<file path="src/ppu_pkg.sv">
// Posit unit shared definitions

package ppu_pkg;

    // ----------------------------------------
    // Opcodes
    // ----------------------------------------

    localparam int OP_SIZE = 2;

    typedef enum logic [OP_SIZE-1:0] {
        OP_ADD = 2'd0,
        OP_SUB = 2'd1,
        OP_MUL = 2'd2
    } ppu_op_e;

    // ----------------------------------------
    // Internal format widths
    // ----------------------------------------

    // Signed total exponent, regime * 2^es + exp, with one spare bit.
    function automatic int te_size(input int n, input int es);
        return $clog2(n) + es + 2;
    endfunction

    // Fraction with the hidden bit.
    // Longest fraction field is n - 3 - es bits.
    function automatic int frac_full_size(input int n, input int es);
        return n - es - 2;
    endfunction

    // One unpacked operand: sign, total exponent, fraction.
    function automatic int fir_size(input int n, input int es);
        return 1 + te_size(n, es) + frac_full_size(n, es);
    endfunction

endpackage
</file>
<file path="src/ppu_core.sv">
// Pipelined posit processing unit

`timescale 1ns/1ps

module ppu_core import ppu_pkg::*; #(
    parameter int N  = 8,
    parameter int ES = 0
) (
    input  logic         clk,
    input  logic         reset,
    input  logic [N-1:0] p1,
    input  logic [N-1:0] p2,
    input  ppu_op_e      op,
    input  logic         in_valid,
    output logic [N-1:0] pout,
    output logic         out_valid
);

    localparam int TE_W = te_size(N, ES);
    localparam int FF   = frac_full_size(N, ES);

    // Operand conditioning and bypass.
    logic [N-1:0]           p1_cond;
    logic [N-1:0]           p2_cond;
    logic                   special;
    logic [N-1:0]           special_value;
    logic                   valid_x;

    // ----------------------------------------
    // Stage 1 decode
    // ----------------------------------------
    logic                   sign1;
    logic                   sign2;
    logic signed [TE_W-1:0] te1;
    logic signed [TE_W-1:0] te2;
    logic [FF-1:0]          frac1;
    logic [FF-1:0]          frac2;
    ppu_op_e                op_d;

    // ----------------------------------------
    // Stage 2 execute
    // ----------------------------------------
    logic                   sign_out;
    logic signed [TE_W-1:0] te_out;
    logic [2*FF-1:0]        frac_out;
    logic                   frac_lsb_cut_off;

    input_conditioning #(.N(N), .ES(ES)) u_input_conditioning (
        .clk(clk), .reset(reset),
        .p1(p1), .p2(p2), .op(op), .in_valid(in_valid),
        .p1_cond(p1_cond), .p2_cond(p2_cond),
        .special(special), .special_value(special_value), .valid_x(valid_x)
    );

    posit_to_fir #(.N(N), .ES(ES)) u_posit_to_fir (
        .clk(clk), .reset(reset),
        .p1_cond(p1_cond), .p2_cond(p2_cond), .op(op),
        .sign1(sign1), .sign2(sign2), .te1(te1), .te2(te2),
        .frac1(frac1), .frac2(frac2), .op_d(op_d)
    );

    fir_ops #(.N(N), .ES(ES)) u_fir_ops (
        .clk(clk), .reset(reset), .op_d(op_d),
        .sign1(sign1), .sign2(sign2), .te1(te1), .te2(te2),
        .frac1(frac1), .frac2(frac2),
        .sign_out(sign_out), .te_out(te_out), .frac_out(frac_out),
        .frac_lsb_cut_off(frac_lsb_cut_off)
    );

    fir_to_posit #(.N(N), .ES(ES)) u_fir_to_posit (
        .clk(clk), .reset(reset),
        .sign_out(sign_out), .te_out(te_out), .frac_out(frac_out),
        .frac_lsb_cut_off(frac_lsb_cut_off),
        .special(special), .special_value(special_value), .valid_x(valid_x),
        .pout(pout), .out_valid(out_valid)
    );

endmodule

</file>
<file path="src/fir_to_posit.sv">
// Posit round and pack stage

`timescale 1ns/1ps

module fir_to_posit import ppu_pkg::*; #(
    parameter int N  = 8,
    parameter int ES = 0
) (
    input  logic                                    clk,
    input  logic                                    reset,
    input  logic                                    sign_out,
    input  logic signed [te_size(N, ES)-1:0]        te_out,
    input  logic [2*frac_full_size(N, ES)-1:0]      frac_out,
    input  logic                                    frac_lsb_cut_off,
    input  logic                                    special,
    input  logic [N-1:0]                            special_value,
    input  logic                                    valid_x,
    output logic [N-1:0]                            pout,
    output logic                                    out_valid
);

    localparam int TE_W   = te_size(N, ES);
    localparam int FF     = frac_full_size(N, ES);
    localparam int W      = 2 * FF;
    localparam int TAIL_W = ES + W - 1;
    localparam int EW     = TAIL_W + 2 + N;

    localparam logic [N-1:0] NAR = {1'b1, {(N-1){1'b0}}};

    logic signed [TE_W-1:0] k;
    int                     k_c;
    int                     shamt;
    logic                   r_bit;
    logic [TE_W-1:0]        te_low;
    logic [TAIL_W-1:0]      tail;
    logic [EW-1:0]          ext;
    logic [EW-1:0]          ext_sh;
    logic [N-2:0]           body;
    logic [N-2:0]           body_r;
    logic                   guard;
    logic                   sticky;
    logic                   round_up;
    logic [N-1:0]           mag;
    logic [N-1:0]           p_norm;

    // ----------------------------------------
    // Regime, exponent and fraction string
    // ----------------------------------------

    always_comb begin
        k = te_out >>> ES;
        // Clamp so large values stop at maxpos and tiny ones at minpos.
        if (k > N - 2) begin
            k_c = N - 2;
        end else if (k < -(N - 1)) begin
            k_c = -(N - 1);
        end else begin
            k_c = int'(k);
        end
        r_bit  = (k_c >= 0);
        shamt  = r_bit ? k_c : -k_c - 1;
        te_low = te_out & ~({TE_W{1'b1}} << ES);
        tail   = (TAIL_W'(te_low) << (W - 1)) | TAIL_W'(frac_out[W-2:0]);
        ext    = {r_bit, ~r_bit, tail, {N{1'b0}}};
        // Sign fill stretches the regime run.
        ext_sh = $signed(ext) >>> shamt;

        // ----------------------------------------
        // Round to nearest even
        // ----------------------------------------
        body     = ext_sh[EW-1 -: N-1];
        guard    = ext_sh[EW-N];
        sticky   = (|ext_sh[EW-N-1:0]) | frac_lsb_cut_off;
        round_up = guard & (body[0] | sticky);
        body_r   = body + (N-1)'(round_up);
        if (body_r == '0) begin
            body_r = (N-1)'(1);
        end
        mag = {1'b0, body_r};

        if (frac_out == '0) begin
            p_norm = '0;
        end else begin
            p_norm = sign_out ? -mag : mag;
        end
    end

    always_ff @(posedge clk) begin
        if (reset) begin
            pout      <= '0;
            out_valid <= 1'b0;
        end else begin
            pout      <= special ? special_value : p_norm;
            out_valid <= valid_x;
        end
    end

    // Nonzero sums and products stay clear of zero and NaR.
    a_saturate: assert property (@(posedge clk) disable iff (reset)
        (valid_x && !special && frac_out != '0) |=> (pout != '0 && pout != NAR));

endmodule

</file>
<file path="src/fir_ops.sv">
// Execute stage for add and multiply

`timescale 1ns/1ps

module fir_ops import ppu_pkg::*; #(
    parameter int N  = 8,
    parameter int ES = 0
) (
    input  logic                                    clk,
    input  logic                                    reset,
    input  ppu_op_e                                 op_d,
    input  logic                                    sign1,
    input  logic                                    sign2,
    input  logic signed [te_size(N, ES)-1:0]        te1,
    input  logic signed [te_size(N, ES)-1:0]        te2,
    input  logic [frac_full_size(N, ES)-1:0]        frac1,
    input  logic [frac_full_size(N, ES)-1:0]        frac2,
    output logic                                    sign_out,
    output logic signed [te_size(N, ES)-1:0]        te_out,
    output logic [2*frac_full_size(N, ES)-1:0]      frac_out,
    output logic                                    frac_lsb_cut_off
);

    localparam int TE_W = te_size(N, ES);
    localparam int FF   = frac_full_size(N, ES);
    localparam int W    = 2 * FF;

    logic                   big1;
    logic signed [TE_W-1:0] te_b;
    logic [FF-1:0]          frac_b;
    logic [FF-1:0]          frac_s;
    logic [TE_W-1:0]        diff;
    logic [W-1:0]           ma;
    logic [W-1:0]           mb_full;
    logic [W-1:0]           mb;
    logic [W-1:0]           lost;
    logic                   sticky_a;
    logic [W:0]             sum;
    logic [W:0]             sum_n;
    logic [W-1:0]           prod;
    int                     lz;
    int                     i;
    logic                   sign_c;
    logic signed [TE_W-1:0] te_c;
    logic [W-1:0]           frac_c;
    logic                   sticky_c;

    // ----------------------------------------
    // Alignment, add and normalize
    // ----------------------------------------

    always_comb begin
        big1    = (te1 > te2) || ((te1 == te2) && (frac1 >= frac2));
        te_b    = big1 ? te1 : te2;
        frac_b  = big1 ? frac1 : frac2;
        frac_s  = big1 ? frac2 : frac1;
        diff    = big1 ? te1 - te2 : te2 - te1;
        ma      = {frac_b, {FF{1'b0}}};
        mb_full = {frac_s, {FF{1'b0}}};
        if (diff >= W) begin
            mb       = '0;
            lost     = mb_full;
            sticky_a = |frac_s;
        end else begin
            mb       = mb_full >> diff;
            lost     = mb_full & ~({W{1'b1}} << diff);
            sticky_a = |lost;
        end
        // Borrow one LSB when the shifted-out bits were nonzero.
        if (sign1 == sign2) begin
            sum = {1'b0, ma} + {1'b0, mb};
        end else begin
            sum = {1'b0, ma} - {1'b0, mb} - (W+1)'(sticky_a);
        end
        lz = W + 1;
        for (i = 0; i <= W; i++) begin
            if (sum[i]) begin
                lz = W - i;
            end
        end
        sum_n = sum << lz;
        prod  = frac1 * frac2;

        case (op_d)
            OP_MUL: begin
                sign_c   = sign1 ^ sign2;
                te_c     = TE_W'(int'(te1) + int'(te2) + int'(prod[W-1]));
                frac_c   = prod[W-1] ? prod : prod << 1;
                sticky_c = 1'b0;
            end
            default: begin
                sign_c   = big1 ? sign1 : sign2;
                te_c     = TE_W'(int'(te_b) + 1 - lz);
                frac_c   = sum_n[W:1];
                sticky_c = sticky_a | sum_n[0];
            end
        endcase
    end

    always_ff @(posedge clk) begin
        if (reset) begin
            sign_out         <= 1'b0;
            te_out           <= '0;
            frac_out         <= '0;
            frac_lsb_cut_off <= 1'b0;
        end else begin
            sign_out         <= sign_c;
            te_out           <= te_c;
            frac_out         <= frac_c;
            frac_lsb_cut_off <= sticky_c;
        end
    end

    a_no_sub: assert property (@(posedge clk) disable iff (reset) op_d != OP_SUB);

endmodule

</file>
<file path="src/posit_to_fir.sv">
// Posit decode stage

`timescale 1ns/1ps

module posit_to_fir import ppu_pkg::*; #(
    parameter int N  = 8,
    parameter int ES = 0
) (
    input  logic                                    clk,
    input  logic                                    reset,
    input  logic [N-1:0]                            p1_cond,
    input  logic [N-1:0]                            p2_cond,
    input  ppu_op_e                                 op,
    output logic                                    sign1,
    output logic                                    sign2,
    output logic signed [te_size(N, ES)-1:0]        te1,
    output logic signed [te_size(N, ES)-1:0]        te2,
    output logic [frac_full_size(N, ES)-1:0]        frac1,
    output logic [frac_full_size(N, ES)-1:0]        frac2,
    output ppu_op_e                                 op_d
);

    localparam int TE_W   = te_size(N, ES);
    localparam int FF     = frac_full_size(N, ES);
    localparam int FIR_W  = fir_size(N, ES);
    localparam int FRAC_W = FF - 1;

    logic [FIR_W-1:0] fir1;
    logic [FIR_W-1:0] fir2;

    // Unpack one posit into {sign, te, 1.frac}.
    function automatic logic [FIR_W-1:0] decode(input logic [N-1:0] p);
        logic            s;
        logic [N-1:0]    mag;
        logic [N-2:0]    body;
        logic [N-2:0]    rem;
        logic [N-2:0]    fbits;
        logic            r;
        logic            done;
        int              run;
        int              k;
        int              e;
        int              i;
        logic [TE_W-1:0] te_v;
        logic [FF-1:0]   frac_v;
        s    = p[N-1];
        mag  = s ? -p : p;
        body = mag[N-2:0];
        r    = body[N-2];
        run  = 0;
        done = 1'b0;
        // Length of the regime run.
        for (i = N - 2; i >= 0; i--) begin
            if (!done && body[i] == r) begin
                run++;
            end else begin
                done = 1'b1;
            end
        end
        k      = r ? run - 1 : -run;
        rem    = body << (run + 1);
        e      = int'(rem >> (N - 1 - ES));
        fbits  = rem << ES;
        frac_v = {1'b1, FRAC_W'(fbits >> (ES + 2))};
        te_v   = TE_W'(k * (1 << ES) + e);
        return {s, te_v, frac_v};
    endfunction

    assign fir1 = decode(p1_cond);
    assign fir2 = decode(p2_cond);

    always_ff @(posedge clk) begin
        if (reset) begin
            sign1 <= 1'b0;
            sign2 <= 1'b0;
            te1   <= '0;
            te2   <= '0;
            frac1 <= '0;
            frac2 <= '0;
            op_d  <= OP_ADD;
        end else begin
            sign1 <= fir1[FIR_W-1];
            sign2 <= fir2[FIR_W-1];
            te1   <= fir1[FIR_W-2 -: TE_W];
            te2   <= fir2[FIR_W-2 -: TE_W];
            frac1 <= fir1[FF-1:0];
            frac2 <= fir2[FF-1:0];
            // Operand two is already negated for a subtraction.
            op_d  <= (op == OP_SUB) ? OP_ADD : op;
        end
    end

endmodule

</file>
<file path="src/input_conditioning.sv">
// Zero and NaR bypass path

`timescale 1ns/1ps

module input_conditioning import ppu_pkg::*; #(
    parameter int N  = 8,
    parameter int ES = 0
) (
    input  logic         clk,
    input  logic         reset,
    input  logic [N-1:0] p1,
    input  logic [N-1:0] p2,
    input  ppu_op_e      op,
    input  logic         in_valid,
    output logic [N-1:0] p1_cond,
    output logic [N-1:0] p2_cond,
    output logic         special,
    output logic [N-1:0] special_value,
    output logic         valid_x
);

    localparam logic [N-1:0] NAR = {1'b1, {(N-1){1'b0}}};

    logic         any_nar;
    logic         p1_zero;
    logic         p2_zero;
    logic         spec_c;
    logic [N-1:0] spec_val_c;
    logic         spec_q;
    logic [N-1:0] spec_val_q;
    logic         valid_q;

    // Subtraction becomes addition of the negated second operand.
    assign p1_cond = p1;
    assign p2_cond = (op == OP_SUB) ? -p2 : p2;

    assign any_nar = (p1 == NAR) || (p2 == NAR);
    assign p1_zero = (p1 == '0);
    assign p2_zero = (p2 == '0);

    always_comb begin
        spec_c     = 1'b1;
        spec_val_c = '0;
        if (any_nar) begin
            spec_val_c = NAR;
        end else if (op == OP_MUL) begin
            spec_c = p1_zero || p2_zero;
        end else if (p1_zero) begin
            spec_val_c = p2_cond;
        end else if (p2_zero) begin
            spec_val_c = p1_cond;
        end else begin
            spec_c = 1'b0;
        end
    end

    // Two stages, matching decode and execute.
    always_ff @(posedge clk) begin
        if (reset) begin
            spec_q        <= 1'b0;
            spec_val_q    <= '0;
            valid_q       <= 1'b0;
            special       <= 1'b0;
            special_value <= '0;
            valid_x       <= 1'b0;
        end else begin
            spec_q        <= spec_c;
            spec_val_q    <= spec_val_c;
            valid_q       <= in_valid;
            special       <= spec_q;
            special_value <= spec_val_q;
            valid_x       <= valid_q;
        end
    end

    a_nar_bypass: assert property (@(posedge clk) disable iff (reset)
        ((p1 == NAR) || (p2 == NAR)) |-> ##2 (special && special_value == NAR));

endmodule

</file>
<file path="config.mk">
export PLATFORM = sky130hd
export DESIGN_NAME = ppu_core
export DESIGN_NICKNAME = d
export VERILOG_FILES = /design/src/ppu_pkg.sv /design/src/ppu_core.sv /design/src/fir_to_posit.sv /design/src/fir_ops.sv /design/src/posit_to_fir.sv /design/src/input_conditioning.sv
export SDC_FILE = /design/constraint.sdc
export NUM_CORES = 1
export LEC_CHECK = 0
export BUFFER_PORTS_ARGS = -buffer_cell sky130_fd_sc_hd__buf_2
export CORE_MARGIN = 2
export CORE_UTILIZATION = 55
export DETAILED_ROUTE_END_ITERATION = 8
export PLACE_DENSITY = 0.72
export RECOVER_POWER = 25
export SETUP_SLACK_MARGIN = 0.2
export SYNTH_ARGS = -nofsm -noshare
export SYNTH_HDL_FRONTEND = slang
export SYNTH_HIERARCHICAL = 1
export SYNTH_SLANG_ARGS = --single-unit
</file>
<file path="constraint.sdc">
create_clock -name clk -period 18.72 [get_ports clk]
set_clock_uncertainty 0.05 [all_clocks]
set_input_delay 5.616 -clock clk [delete_from_list [all_inputs] [get_ports clk]]
set_output_delay 5.616 -clock clk [all_outputs]
set_load 0.01 [all_outputs]
</file>
==> qor.csv, run 1 <==
stage;metric;value;unit
die;rows;50;
die;die_area;20600;um^2
synthesis;synth_edf_count;0;
final_layout;multi_input_area;8370;um^2
final_layout;fillers;1823;
clock_tree;post_cts_buffers;0;
grt;grt_max_degree;53;
clock_tree;cts_resized;0;
place;io_buffer_count;29;
sta;slew_headroom;-62.8;%
detailed_routing;antenna_left;0;
sta;layout_setup_ws;8.22;ns
hold_path;hold_path_startpoint;u_input_conditioning/spec_val_q[7];
place;place.gp.congestion;0.939;
synthesis;synth_xor_area_share;4.16;%
clock_tree;cts_tree;built;
detailed_routing;routed_wl;27.6;mm
final_layout;area_delta_synth_final;3.68;%
synthesis;syn_avg_cell_area;7.69;um^2
setup_path;endpoint_kind;flop;
detailed_routing;vias;10200;
grt;grt_use_total;27.1;%
sta;period_share;56.1;%
die;fp.dieW;143;um
place;hpwl;21.2;mm
setup_path;cpMaxStageDelayCell;xor2_1;
synthesis;yosysWarnings;6;
synthesis;syn-cell-area;10700;um^2
grt;grt_overflow;0;
synthesis;synth-compound-area-share;29.0;%
setup_path;critPathKind;input port to flop;
synthesis;synth_simple_gate_area_share;24.6;%
clock_tree;numClockSinks;73;
sta;whs;0.383;ns
setup_path;cp_common_cell;ha_1;
synthesis;yosysSeqAreaShare;13.7;%
setup_path;startpoint_type;input port;
sta;rsz0062_at_grt;no;
flow_run;maxCapViolCount;1;
setup_path;worstPathCellList;buf_2 -> nor4_1 -> a21oi_1 -> xor2_1 -> o31ai_1 -> xnor2_1 -> a21oi_1 -> o21ai_2 -> inv_1 -> ha_1 -> a21o_1 -> ha_1 -> mux2_2 -> a21o_1 -> ha_1 -> xor2_2 -> or3_1 -> a31oi_1;
synthesis;synth_fa_ha_area_share;15.2;%
sta;fin_crit;10.50;ns
setup_path;cp.arrival;10.70;ns
detailed_routing;wl_per_cell;17.0;um
detailed_routing;drt_pass1_iterations;6;
synthesis;synth_top_family_by_area;compound AO/OA/AOI/OAI gates;
clock_tree;clockRootBuffer;clkbuf_16;
die;initial_core_util;56.5;%
clock_tree;clk_pin_slew_worst_paths;0.06;ns
final_layout;drive_gt1_share;11.0;%
final_layout;layout_commonest_cell;nor2_1;
clock_tree;clk-insertion-delay-late;0.33;ns
final_layout;post-route-util;58.6;%
synthesis;async_flop_share;0;%
sta;worstMarginPinSlew;2.44;ns
setup_path;slowest_delay;0.77;ns
outcome;outcome;complete, but fails checks;
synthesis;yosys.cell_types.count;123;
sta;setup_viol_count_final;0;
outcome;violations;max-capacitance violations, max-slew violations;
die;core-area;18900;um^2
final_layout;nets;1496;
final_layout;num_antenna_cells;0;
sta;drv_slew;53;
setup_path;r2r-start;u_posit_to_fir/frac2[3];
clock_tree;cts_buffers;9;
detailed_routing;drt_iter0_drc;865;
synthesis;synth_fp_nets;1525;
setup_path;path_max_fanout;13;
setup_path;critical_path_required;18.93;ns
sta;max_freq;0.0953;GHz
sta;hold_viol_final;0;
final_layout;layout_common_cells;nor2_1 (120), nand2_1 (117), inv_1 (108), a21oi_1 (93), ha_1 (92);
clock_tree;cts_buffer_depth;2;
grt;grt_pass1_wl;46.1;mm
place;post-place-ws;7.94;ns
detailed_routing;drc;0;
synthesis;synth_ff_type;dfxtp_1;
clock_tree;cts_hold_buf;0;
synthesis;synth_mux_area_share;5.32;%
grt;first_global_vias;9452;
sta;fin_tns_setup;0;ns
final_layout;seqCellArea;1460;um^2
detailed_routing;via_per_inst;6.29;
hold_path;hp-class;flop to flop;
die;die_y;143;um
synthesis;ys_seq_elements;73;
setup_path;critPathLaunch;p2[1];
grt;antenna_found_initial;0;
synthesis;syn_inst;1389;
clock_tree;htreeDepth;3;
die;ioPinCount;30;
[cells by family after synthesis]
family          after synthesis
flops                        73
simple gates                495
compound gates              422
fa+ha+maj                   116
mux                          49
xor+xnor                     49
buf+inv                     185
[cell type report]
cell class / count / share of cell area (%)
clock inverter: 7 / 0.915
clock buffer: 9 / 2.03
sequential: 73 / 13.2
timing repair buffer: 35 / 1.66
multi-input combinational: 1131 / 75.5
tap: 260 / 2.94
inverter: 110 / 3.73
[Yosys cell counts (14+ instances only)]
cell / number / area share [%]
o22ai_1: 17 / 1.0
and2_1: 24 / 1.4
a21oi_1: 93 / 4.4
o211ai_1: 16 / 1.1
ha_1: 92 / 11
xnor2_1: 36 / 3.0
mux2i_1: 29 / 2.7
a31oi_1: 19 / 1.1
nand2b_1: 18 / 1.1
buf_2: 18 / 0.84
a22oi_1: 14 / 0.98
nand2_1: 117 / 4.1
nand3_1: 31 / 1.5
dfxtp_1: 73 / 14
clkbuf_1: 30 / 1.1
nor2b_1: 34 / 2.0
a211oi_1: 20 / 1.4
fa_1: 23 / 4.3
nor3_1: 44 / 2.1
nor2_1: 120 / 4.2
a21o_1: 28 / 2.0
buf_4: 14 / 0.98
inv_1: 108 / 3.8
o21ai_0: 49 / 2.3
[worst paths after layout]
kind                                            to  slack [ns]  cells after the start
min reg2reg  u_input_conditioning/special_value[7]        0.38                      1
min          u_input_conditioning/special_value[7]        0.38                      1
max reg2reg                    u_fir_ops/te_out[4]       10.63                     33
max                        u_posit_to_fir/frac2[3]        8.22                     18
[critical path, delay by kind of cell]
family | cells | cell delay (ns)
xor gates and xnor gates | 3 | 1.54
AOI/OAI and AO/OA | 7 | 1.32
and+or+nand+nor | 2 | 0.84
adders and majority gates | 3 | 0.82
buffers and inverters | 2 | 0.29
muxes | 1 | 0.27
[layer usage]
| layer | vias to the layer above | track usage, % | wire, um |
|---|---|---|---|
| met5 | - | 0 | 0 |
| met4 | 0 | 6.55 | 450 |
| met3 | 45 | 3.83 | 1950 |
| met2 | 405 | 44.2 | 12800 |
| met1 | 4800 | 37.8 | 12500 |
| li1 | 4979 | - | - |
[stage by stage]
| step | std cells | cell area, um^2 |
|---|---|---|
| 6_report | 1625 | 11100 |
| 5_1_grt | 1625 | 11100 |
| 4_1_cts | 1625 | 11100 |
| 3_5_place_dp | 1609 | 10800 |
| 3_3_place_gp | 1609 | 10800 |
| 2_1_floorplan | 1389 | 10700 |
[state kept, by name, summed over array words and instances, names as in the netlist, 2 cells and up]
name	flops
u_fir_ops/frac_out	12
u_fir_to_posit/pout	8
u_input_conditioning/spec_val_q	8
u_input_conditioning/special_value	8
u_posit_to_fir/frac1	6
u_fir_ops/te_out	5
u_posit_to_fir/frac2	5
u_posit_to_fir/te1	5
u_posit_to_fir/te2	5
u_posit_to_fir/op_d	2
Power of run 1 is left out: the tool's default activity adds up to more than one toggle a clock period on the data nets, which glitch-free logic cannot reach.
==> inputs of run 2 (changes only) <==
Settings changed: PLACE_DENSITY 0.72 to 0.74.
Clock period 18.72 ns to 9.35 ns, I/O delays scaled along.
==> run 2 against run 1 <==
  * The run still ends with max-capacitance violations, max-slew violations left
  * Worst hold slack gained 0.0019 ns
  * Register-to-register slack got worse by 9.0 ns
  * Die area stayed put
  * Count of clock-buffer cells in the layout stayed put
  * Utilization fell by 0.060 points
  * Routed wire length is 0.16% higher
  * First-iteration DRC count decreased by 8.3%
  * Non-clock buffer count is 1 higher
  * Critical path type is now flop to flop
  * Critical endpoint is now u_fir_ops/te_out[4]
==> qor.csv, run 2 (same netlist as run 1, synthesis figures left out) <==
stage;metric;value;unit
outcome;outcome;complete, but fails checks;
outcome;violations;max-capacitance violations, max-slew violations;
detailed_routing;vias;10100;
sta;rsz0062_at_grt;no;
detailed_routing;via_per_inst;6.21;
setup_path;cp.arrival;7.77;ns
die;rows;50;
hold_path;hold_path_startpoint;u_input_conditioning/spec_val_q[3];
sta;drv_slew;53;
sta;max_freq;0.129;GHz
final_layout;drive_gt1_share;10.9;%
sta;setup_viol_count_final;0;
setup_path;r2r_slack;1.62;ns
die;initial_core_util;56.5;%
setup_path;slowest_delay;0.80;ns
sta;fin_tns_setup;0;ns
hold_path;hp-class;flop to flop;
clock_tree;cts_resized;0;
setup_path;critical_path_required;9.39;ns
setup_path;r2r-start;u_posit_to_fir/te1[0];
setup_path;cpMaxStageDelayCell;nor2_2;
die;core-area;18900;um^2
clock_tree;post_cts_buffers;0;
final_layout;layout_commonest_cell;nor2_1;
hold_path;hold_depth;1;
grt;grt_use_total;27.2;%
grt;antenna_found_initial;0;
sta;whs;0.385;ns
final_layout;nets;1497;
grt;grt_overflow;0;
die;fp.dieW;143;um
setup_path;critPathKind;flop to flop;
clock_tree;cts_hold_buf;0;
place;dpl.cell_count;1610;
setup_path;r2r-end;u_fir_ops/te_out[4];
final_layout;multi_input_area;8370;um^2
sta;period_share;82.7;%
sta;fin_crit;7.73;ns
grt;grt_pass1_wl;46.3;mm
place;place.gp.congestion;0.996;
place;hpwl;21.3;mm
detailed_routing;drt_iter0_drc;793;
die;ioPinCount;30;
clock_tree;clk_pin_slew_worst_paths;0.05;ns
detailed_routing;drc;0;
detailed_routing;antenna_left;0;
die;die_y;143;um
setup_path;cp_common_cell;ha_1;
clock_tree;clockRootBuffer;clkbuf_16;
final_layout;num_antenna_cells;0;
clock_tree;htreeDepth;3;
setup_path;path_max_fanout;24;
hold_path;min_to;u_input_conditioning/special_value[3];
flow_run;maxCapViolCount;1;
final_layout;area_delta_synth_final;3.57;%
detailed_routing;routed_wl;27.7;mm
detailed_routing;drt_pass1_iterations;5;
final_layout;seqCellArea;1460;um^2
final_layout;layout_common_cells;nor2_1 (120), nand2_1 (117), inv_1 (108), a21oi_1 (93), ha_1 (92);
setup_path;endpoint_kind;flop;
clock_tree;clk-insertion-delay-late;0.33;ns
sta;worstMarginPinSlew;2.42;ns
place;dpl_cell_area;10800;um^2
clock_tree;cts_buffers;9;
grt;first_global_vias;9476;
clock_tree;numClockSinks;73;
final_layout;fillers;1753;
final_layout;post-route-cell-area;11100;um^2
sta;slew_headroom;-61.3;%
detailed_routing;wl_per_cell;17.0;um
clock_tree;cts_tree;built;
clock_tree;cts_buffer_depth;2;
final_layout;finalNonFillerCells;1624;
grt;grt_max_degree;53;
die;die_area;20600;um^2
setup_path;startpoint_type;flop;
setup_path;reg2reg_depth;29;
sta;hold_viol_final;0;
final_layout;largest_reg_flops;12;
place;io_buffer_count;29;
final_layout;top_register;u_fir_ops/frac_out;
-- run 2: cell count changes in the layout (fill, tap and decap cells not counted), sizes merged --
cell / before / now
buf: 32 / 33
clkinv: 2 / 3
inv: 112 / 110
clkinvlp: 1 / 0
-- run 2: worst max-delay path by stage --
| stage | startpoint | end | cells after the start |
|---|---|---|---|
| after floorplan | p1[0] | u_posit_to_fir/frac1[3] | 23 |
| after global placement | p2[0] | u_posit_to_fir/frac2[3] | 21 |
| after detailed placement | p2[0] | u_posit_to_fir/frac2[3] | 21 |
| after CTS | p2[0] | u_posit_to_fir/frac2[3] | 21 |
| after global routing | u_posit_to_fir/te1[0] | u_fir_ops/te_out[4] | 32 |
| final | u_posit_to_fir/te1[0] | u_fir_ops/te_out[4] | 29 |
-- run 2: cell type report --
type                            count  share of cell area, %
Inverter                          110                   3.73
Tap cell                          260                   2.94
Clock buffer                        9                   2.04
Clock inverter                      5                  0.746
Multi-Input combinational cell   1131                   75.6
Timing Repair Buffer               36                   1.73
Sequential cell                    73                   13.2
-- run 2: stage by stage --
step / setup slack (ns) / utilization [%]
global placement: 1.57 / 57.0
floorplan: 1.79 / -
CTS: 1.76 / 58.6
global route: 0.789 / 58.6
finish: 1.62 / 58.6
detailed placement: 1.43 / 57.0
-- run 2: layer usage --
layer  wire length [um]  GRT usage, %  vias to the layer above
li1                   -             -                     4972
met1              12900          38.4                     4740
met2              13000          44.6                      358
met3               1590          3.63                       21
met4                254          5.31                        0
met5                  0             0                        -
-- run 2: critical path: cells and delay by family, from the launching register on --
family                   cells  cell delay, ns
AO/OA/AOI/OAI               13            2.50
AND/OR/NAND/NOR              5            1.66
adder cells (fa/ha/maj)      4            1.57
XOR/XNOR                     3            0.46
multiplexers                 1            0.44
flip-flops                   1            0.41
buffers and inverters        3            0.40
Power of run 2 is left out for the same reason.
